File: src/hw/pc_sysboard_cfg.svh
`ifndef PC_SYSBOARD_CFG_SVH
`define PC_SYSBOARD_CFG_SVH

// bus widths
`define PC_IO_ADDR_W    10
`define PC_MEM_ADDR_W   20
`define PC_DATA_W       8
`define PC_DMA_PAGE_W   4

// io blocks, value of addr bits 7..5 with bits 9..8 clear
`define PC_BLK_DMA      3'd0
`define PC_BLK_PIC      3'd1
`define PC_BLK_PIT      3'd2
`define PC_BLK_PPI      3'd3
`define PC_BLK_DMA_PG   3'd4
`define PC_BLK_NMI      3'd5

// ppi port offsets, addr bits 1..0
`define PC_PPI_PORT_A   2'd0
`define PC_PPI_PORT_B   2'd1
`define PC_PPI_PORT_C   2'd2

// board switches, open switch reads as 1
`define PC_SW1_CONFIG   8'h2C
`define PC_SW2_LO       4'h6
`define PC_SW2_HI       4'hE

`define PC_ROM_PAGE     4'hF  // top nibble of the bios window

// timer 2 tone
`define PC_TONE_CNT_W   12
`define PC_TONE_RELOAD  12'h533
`define PC_TONE_THRESH  12'h299

`endif
File: src/hw/pc_sysboard_pkg.sv
`include "pc_sysboard_cfg.svh"

package pc_sysboard_pkg;

   // cpu side i/o cycle, strobes last one clock
   typedef struct packed {
      logic [`PC_IO_ADDR_W-1:0] addr;
      logic [`PC_DATA_W-1:0]    wdata;
      logic                     rd;
      logic                     wr;
   } io_bus_t;

   // memory cycle, memr/memw are levels
   typedef struct packed {
      logic [`PC_MEM_ADDR_W-1:0] addr;
      logic                      memr;
      logic                      memw;
   } mem_bus_t;

   // one bit per external chip or board register
   typedef struct packed {
      logic dma;
      logic pic;
      logic pit;
      logic ppi;
      logic dma_pg;
      logic nmi_reg;
   } io_sel_t;

   typedef struct packed {
      logic [7:0] rom_cs;   // one 8k rom socket each
      logic [3:0] ram_bank; // 64k banks
   } mem_sel_t;

   // port b, msb first so tim2_gate lands on bit 0
   typedef struct packed {
      logic sw1_sel;
      logic kbd_clk_low;
      logic iock_dis;
      logic pck_dis;
      logic motor_off;
      logic sw2_hi_n;
      logic spk_data;
      logic tim2_gate;
   } ctrl_port_t;

   typedef struct packed {
      logic parity_chk;
      logic io_chk;
   } chk_status_t;

endpackage

File: src/hw/pc_sysboard.sv
`include "pc_sysboard_cfg.svh"

module pc_sysboard (
   input  logic                       clk,
   input  logic                       reset_n,
   input  pc_sysboard_pkg::io_bus_t   io_bus_i,
   input  pc_sysboard_pkg::mem_bus_t  mem_bus_i,
   input  logic [1:0]                 dma_ch_i,
   input  logic                       parity_err_n_i,
   input  logic                       io_ch_ck_n_i,
   output pc_sysboard_pkg::io_sel_t   ext_cs_o,
   output pc_sysboard_pkg::mem_sel_t  mem_sel_o,
   output logic [`PC_DATA_W-1:0]      rdata_o,
   output logic                       rd_valid_o,
   output logic [`PC_DMA_PAGE_W-1:0]  dma_page_o,
   output logic                       nmi_o,
   output logic                       speaker_o
);

   import pc_sysboard_pkg::*;

   io_sel_t     io_sel;     // ungated block decode
   ctrl_port_t  ctrl_port;
   chk_status_t chk_status;
   logic        nmi_mask;
   logic        tone;       // timer 2 out, also on port c

   pc_io_decoder u_decoder (
      .io_bus_i  (io_bus_i),
      .mem_bus_i (mem_bus_i),
      .io_sel_o  (io_sel),
      .ext_cs_o  (ext_cs_o),
      .mem_sel_o (mem_sel_o)
   );

   sys_ctrl_regs u_ctrl_regs (
      .clk         (clk),
      .reset_n     (reset_n),
      .io_bus_i    (io_bus_i),
      .io_sel_i    (io_sel),
      .tone_i      (tone),
      .chk_i       (chk_status),
      .dma_ch_i    (dma_ch_i),
      .ctrl_port_o (ctrl_port),
      .nmi_mask_o  (nmi_mask),
      .dma_page_o  (dma_page_o),
      .rdata_o     (rdata_o),
      .rd_valid_o  (rd_valid_o)
   );

   speaker_tone u_tone (
      .clk       (clk),
      .reset_n   (reset_n),
      .ctrl_i    (ctrl_port),
      .tone_o    (tone),
      .speaker_o (speaker_o)
   );

   nmi_logic u_nmi (
      .clk            (clk),
      .reset_n        (reset_n),
      .ctrl_i         (ctrl_port),
      .nmi_mask_i     (nmi_mask),
      .parity_err_n_i (parity_err_n_i),
      .io_ch_ck_n_i   (io_ch_ck_n_i),
      .chk_o          (chk_status),
      .nmi_o          (nmi_o)
   );

endmodule

File: src/hw/nmi_logic.sv
module nmi_logic (
   input  logic                         clk,
   input  logic                         reset_n,
   input  pc_sysboard_pkg::ctrl_port_t  ctrl_i,
   input  logic                         nmi_mask_i,
   input  logic                         parity_err_n_i,
   input  logic                         io_ch_ck_n_i,
   output pc_sysboard_pkg::chk_status_t chk_o,
   output logic                         nmi_o
);

   logic [1:0] chk_set;
   logic [1:0] chk_clr;

   // bit 1 parity and bit 0 channel check as in chk_o
   assign chk_set = ~{parity_err_n_i, io_ch_ck_n_i};
   assign chk_clr = {ctrl_i.pck_dis, ctrl_i.iock_dis};

   // sticky until the matching disable bit in port b is set
   always_ff @(posedge clk or negedge reset_n) begin
      if (!reset_n) begin
         chk_o <= '0;
      end else begin
         chk_o <= (chk_o | chk_set) & ~chk_clr; // disable wins
      end
   end

   assign nmi_o = nmi_mask_i & (chk_o.parity_chk | chk_o.io_chk);

endmodule

File: src/hw/speaker_tone.sv
`include "pc_sysboard_cfg.svh"

module speaker_tone (
   input  logic                        clk,
   input  logic                        reset_n,
   input  pc_sysboard_pkg::ctrl_port_t ctrl_i,
   output logic                        tone_o,
   output logic                        speaker_o
);

   logic                      half_en_q; // stands in for the divided pit clock
   logic [`PC_TONE_CNT_W-1:0] count_q;
   logic                      tone_raw;

   always_ff @(posedge clk or negedge reset_n) begin
      if (!reset_n) begin
         half_en_q <= 1'b0;
         count_q   <= `PC_TONE_RELOAD;
      end else begin
         half_en_q <= ~half_en_q;
         if (half_en_q) begin
            if (count_q == '0) begin
               count_q <= `PC_TONE_RELOAD; // wrap
            end else begin
               count_q <= count_q - 1'b1;
            end
         end
      end
   end

   // square wave from the upper part of the count
   assign tone_raw = (count_q >= `PC_TONE_THRESH);

   // out2 sits high while the gate is off
   assign tone_o    = ctrl_i.tim2_gate ? tone_raw : 1'b1;
   assign speaker_o = tone_o & ctrl_i.spk_data;

endmodule

File: src/hw/sys_ctrl_regs.sv
`include "pc_sysboard_cfg.svh"

module sys_ctrl_regs (
   input  logic                              clk,
   input  logic                              reset_n,
   input  pc_sysboard_pkg::io_bus_t          io_bus_i,
   input  pc_sysboard_pkg::io_sel_t          io_sel_i,
   input  logic                              tone_i,
   input  pc_sysboard_pkg::chk_status_t      chk_i,
   input  logic [1:0]                        dma_ch_i,
   output pc_sysboard_pkg::ctrl_port_t       ctrl_port_o,
   output logic                              nmi_mask_o,
   output logic [`PC_DMA_PAGE_W-1:0]         dma_page_o,
   output logic [`PC_DATA_W-1:0]             rdata_o,
   output logic                              rd_valid_o
);

   logic                      wr_port_b;
   logic                      wr_page;
   logic                      wr_nmi;
   logic [3:0]                sw2_nibble;
   logic [`PC_DATA_W-1:0]     rd_mux;
   logic [`PC_DMA_PAGE_W-1:0] page_q [4]; // one per dma channel

   // only port b is writable, a and c are inputs on the board
   assign wr_port_b = io_bus_i.wr && io_sel_i.ppi
                      && (io_bus_i.addr[1:0] == `PC_PPI_PORT_B);
   assign wr_page   = io_bus_i.wr && io_sel_i.dma_pg;
   assign wr_nmi    = io_bus_i.wr && io_sel_i.nmi_reg;

   always_ff @(posedge clk or negedge reset_n) begin
      if (!reset_n) begin
         ctrl_port_o <= '0;
         nmi_mask_o  <= 1'b0;
         for (int i = 0; i < 4; i++) begin
            page_q[i] <= '0;
         end
      end else begin
         if (wr_port_b) begin
            ctrl_port_o <= io_bus_i.wdata;
         end
         if (wr_nmi) begin
            nmi_mask_o <= io_bus_i.wdata[7]; // only d7 is latched
         end
         if (wr_page) begin
            page_q[io_bus_i.addr[1:0]] <= io_bus_i.wdata[`PC_DMA_PAGE_W-1:0];
         end
      end
   end

   // page file read side follows the active channel
   assign dma_page_o = page_q[dma_ch_i];

   // sw2 is read a nibble at a time
   assign sw2_nibble = ctrl_port_o.sw2_hi_n ? `PC_SW2_LO : `PC_SW2_HI;

   always_comb begin
      rd_mux = '0;
      if (io_sel_i.ppi) begin
         case (io_bus_i.addr[1:0])
            `PC_PPI_PORT_A: begin
               // keyboard byte not modelled, reads 0 on that path
               rd_mux = ctrl_port_o.sw1_sel ? `PC_SW1_CONFIG : '0;
            end
            `PC_PPI_PORT_B: rd_mux = ctrl_port_o;
            `PC_PPI_PORT_C: begin
               rd_mux = {chk_i.parity_chk, chk_i.io_chk, tone_i, ~tone_i, sw2_nibble};
            end
            default: ;
         endcase
      end
   end

   always_ff @(posedge clk or negedge reset_n) begin
      if (!reset_n) begin
         rd_valid_o <= 1'b0;
      end else begin
         rd_valid_o <= io_bus_i.rd; // one pulse per strobe
      end
   end

   always_ff @(posedge clk or negedge reset_n) begin
      if (!reset_n) begin
         rdata_o <= '0;
      end else if (io_bus_i.rd) begin
         rdata_o <= rd_mux;
      end
   end

endmodule

File: src/hw/pc_io_decoder.sv
`include "pc_sysboard_cfg.svh"

module pc_io_decoder (
   input  pc_sysboard_pkg::io_bus_t  io_bus_i,
   input  pc_sysboard_pkg::mem_bus_t mem_bus_i,
   output pc_sysboard_pkg::io_sel_t  io_sel_o,
   output pc_sysboard_pkg::io_sel_t  ext_cs_o,
   output pc_sysboard_pkg::mem_sel_t mem_sel_o
);

   logic io_cycle;
   logic rom_hit;
   logic ram_hit;

   // 138 style block decode with bits 9..8 as the active low enables
   always_comb begin
      io_sel_o = '0;
      if (io_bus_i.addr[9:8] == 2'b00) begin
         case (io_bus_i.addr[7:5])
            `PC_BLK_DMA:    io_sel_o.dma     = 1'b1;
            `PC_BLK_PIC:    io_sel_o.pic     = 1'b1;
            `PC_BLK_PIT:    io_sel_o.pit     = 1'b1;
            `PC_BLK_PPI:    io_sel_o.ppi     = 1'b1;
            `PC_BLK_DMA_PG: io_sel_o.dma_pg  = 1'b1;
            `PC_BLK_NMI:    io_sel_o.nmi_reg = 1'b1;
            default: ;                               // 0x0c0..0x0ff unused
         endcase
      end
   end

   assign io_cycle = io_bus_i.rd || io_bus_i.wr;
   assign ext_cs_o = io_cycle ? io_sel_o : '0;     // chips only see a live cycle

   assign rom_hit = (mem_bus_i.addr[19:16] == `PC_ROM_PAGE) && mem_bus_i.memr;
   assign ram_hit = (mem_bus_i.addr[19:18] == 2'b00) && (mem_bus_i.memr || mem_bus_i.memw);

   always_comb begin
      mem_sel_o = '0;
      if (rom_hit) begin
         mem_sel_o.rom_cs = 8'b1 << mem_bus_i.addr[15:13]; // 8k per socket
      end
      if (ram_hit) begin
         mem_sel_o.ram_bank = 4'b1 << mem_bus_i.addr[17:16];
      end
   end

   // cpu never issues both strobes in one cycle
   a_rd_wr_excl: assert final ($onehot0({io_bus_i.rd, io_bus_i.wr}))
      else $error("io rd and wr high together");

endmodule

File: config.mk
export PLATFORM = sky130hd
export DESIGN_NAME = pc_sysboard
export DESIGN_NICKNAME = d
export VERILOG_FILES = /design/src/hw/pc_sysboard_pkg.sv /design/src/hw/pc_sysboard.sv /design/src/hw/nmi_logic.sv /design/src/hw/speaker_tone.sv /design/src/hw/sys_ctrl_regs.sv /design/src/hw/pc_io_decoder.sv
export VERILOG_INCLUDE_DIRS = /design/src /design/src/hw
export SDC_FILE = /design/constraint.sdc
export NUM_CORES = 1
export LEC_CHECK = 0
export ABC_AREA = 1
export BUFFER_PORTS_ARGS = -buffer_cell sky130_fd_sc_hd__buf_4
export CORE_MARGIN = 5
export CORE_UTILIZATION = 50
export DETAILED_ROUTE_END_ITERATION = 10
export GPL_TIMING_DRIVEN = 0
export PLACE_DENSITY_LB_ADDON = 0.2
export RECOVER_POWER = 100
export REMOVE_ABC_BUFFERS = 1
export SYNTH_ARGS = -nofsm -noshare
export SYNTH_HDL_FRONTEND = slang
export SYNTH_SLANG_ARGS = --single-unit
File: constraint.sdc
create_clock -name clk -period 3.9 [get_ports clk]
set_clock_uncertainty 0.2 [all_clocks]
set_input_delay 0.78 -clock clk [delete_from_list [all_inputs] [get_ports clk]]
set_output_delay 0.78 -clock clk [all_outputs]
set_load 0.02 [all_outputs]
==> results.toml <==
[setup_path]
r2r-start = "u_tone.count_q[0]"
reg2reg_depth = 7
cp_slowest_cell = "dfstp_1"
worstPathMaxFanout = 3
endpoint_kind = "primary output"
critPathMaxStageDelay_ns = 0.59
r2r-end = "u_tone.count_q[9]"
path_cells = "inv_1 > ha_1 > nand2_1 > nor2_1 > nor2_1 > nand2_1 > a21oi_1 > clkbuf_1"
worstSetupPathType = "reg2out"
arrival_ns = 1.88
r2r_slack_ns = 2.02
cp.required_ns = 2.92
start_kind = "flip-flop"

[floorplanning]
die_x_um = 80.1
start_util_pct = 51.7
core_um2 = 4750
io_pins = 81
die_h_um = 80.1
rows = 25
die_area_um2 = 6410

[finish]
fin_util_pct = 62.5
nFillCells = 483
finalNetCount = 434
area_growth_pct = 21.0
layout_common_cells = "nand2_1 (72), nor2_1 (49), inv_1 (45)"
layout.cells.non_filler = 452
layout-drive-gt1-share_pct = 11.9
final_common_cell = "nand2_1"
diodes = 0

[global_route]
grt_overflow = 0
grt_use_total_pct = 18.0
grt_max_degree = 50
grt_pass1_vias = 2117
antenna_found_initial = 0
grt_pass1_wl_um = 9340

[cts]
post_cts_resized = 0
cts-buffers-inserted = 5
cts_hold_buf = 0
root_buffer = "clkbuf_8"
clkSinkCount = 49
cts.path.max_buffers = 2
cts.clk_slew.worst_paths_ns = 0.09
cts_tree = "built"
worstSkewPairLatency_ns = 0.29
post-cts-setup-buffer-count = 0
h-tree-depth = 2

[timing]
max_clock_freq_mhz = 350
rsz0062_at_grt = "false"
period_needed_ns = 2.86
setup_viol = 0
fin_crit_sh_pct = 73.2
finalMaxSlewViolations = 0
hold_viol_final = 0
slew_headroom_pct = 60.2
worstMarginPinSlew_ns = 0.597
finalSetupTns_ns = 0

[logic_synthesis]
ys_seq_area_share_pct = 50.2
synth_warnings = 0
synth_area_per_cell_um2 = 7.80
synth_cell_type_count = 27
yosysTopAreaCellShare_pct = 43.8
syn_inst = 315
ys_ff_latch = 49
yosysTopAreaCell = "dfrtp_1"
dominantRegCellSynth = "dfrtp_1"
synth-edff-count = 0
syn_area_um2 = 2460
synthArstFlopShare_pct = 100
synthTopCellsByArea = "dfrtp_1 (44%), nand2_1 (11%), nor2_1 (7.2%), inv_1 (6.7%), dfstp_2 (6.4%)"

[placed_design]
dp_hpwl_um = 4230
placed_cells = 444
io_buffer_count = 64
place.gp.congestion = 0.833

[drt]
postRouteAntennaNets = 0
dr.pass1.iters = 4
vias_per_cell = 4.88
drcViolationCount = 0
post_drt_wl_per_cell_um = 12.1
drt_wl_total_um = 5490
vias = 2205
drtIter0Drc = 98

[job]
maxCapViolations = 0

[hold_path]
hold_path.class = "reg2reg"
hp-start = "u_ctrl_regs.ctrl_port_o[5]"
hold_end = "u_nmi.chk_o[0]"
holdPathStages = 1

[power_and_ir_drop]
leakagePower_nw = 1.45
power.density_nw_per_um2 = 349
peakVddDrop_uv = 269

[status]
status = "finished clean"
## Yosys cell counts, drive strengths merged, types with 2 or more instances
library cell  number
a22o               3
nand2             72
ha                 2
inv               45
xor2               4
nor2              51
dfrtp             43
or2                2
o21ai             37
a21oi              9
nor3              14
o211ai             4
nand3             12
dfstp              6
o22ai              4
## critical path, delay by kind of cell (launching register included)
kind | cells | cell delay, ns
flops | 1 | 0.59
buf+inv | 2 | 0.34
simple gates | 4 | 0.29
compound gates | 1 | 0.13
fa+ha+maj | 1 | 0.23
## cell families after synthesis
family	after synthesis	synth area share, %
buffers and inverters	48	7.64
XOR/XNOR	4	1.43
adder cells (fa/ha/maj)	2	1.02
AND/OR/NAND/NOR	153	26.4
flip-flops	49	50.2
AO/OA/AOI/OAI	59	13.2
## layout make-up
class                           count  area [µm²]  area share (%)
Clock buffer                        6        82.6            2.78
Clock inverter                      2        37.5            1.26
Inverter                           46         173            5.81
Multi-Input combinational cell    218        1010            34.1
Sequential cell                    49        1230            41.5
Tap cell                           67        83.8            2.82
Timing Repair Buffer               64         349            11.7
## registers in the layout, summed over array words and instances, names as in the netlist
name,count
u_ctrl_regs.rd_valid_o,1
u_ctrl_regs.nmi_mask_o,1
u_ctrl_regs.page_q,16
u_nmi.chk_o,2
u_tone.count_q,12
u_ctrl_regs.rdata_o,8
u_ctrl_regs.ctrl_port_o,8
u_tone.half_en_q,1
## metal layers
layer | global-route usage, % | up-vias | part of all wire, %
met5 | 0 | - | 0
met4 | 4.22 | 0 | 0.67
met3 | 3.92 | 4 | 7.3
met2 | 30.5 | 59 | 47
met1 | 23.5 | 999 | 45
li1 | - | 1143 | -
## worst max path at each step
stage	from	endpoint	slack [ns]	cells after the start
2_1_floorplan	io_bus_i[18]	ext_cs_o[3]	1.28	5
3_3_place_gp	io_bus_i[18]	ext_cs_o[0]	1.28	7
3_5_place_dp	io_bus_i[18]	ext_cs_o[5]	1.25	7
4_1_cts	u_tone.count_q[0]	speaker_o	1.16	8
5_1_grt	u_tone.count_q[0]	speaker_o	0.90	8
6_report	u_tone.count_q[0]	speaker_o	1.04	8
## power by group
part / internal [mW] / switching (mW) / leakage, nW
Combinational: 0.0457 / 0.0708 / 0.763
Sequential: 0.533 / 0.0162 / 0.629
Clock: 0.209 / 0.164 / 0.0574
Total: 0.788 / 0.251 / 1.45
## stage by stage
step | hold slack, ns | worst slack [ns] | total power [mW] | instance area [µm²]
after global routing | 0.262 | 0.895 | 1.09 | 2970
after detailed placement | 0.224 | 1.25 | 0.688 | 3010
final | 0.226 | 1.04 | 1.04 | 2970
after floorplan | 0.199 | 1.28 | 0.619 | 2440
after CTS | 0.229 | 1.16 | 1.06 | 3130
after global placement | 0.215 | 1.28 | 0.684 | 3010
(Power assumes the default switching activity.)
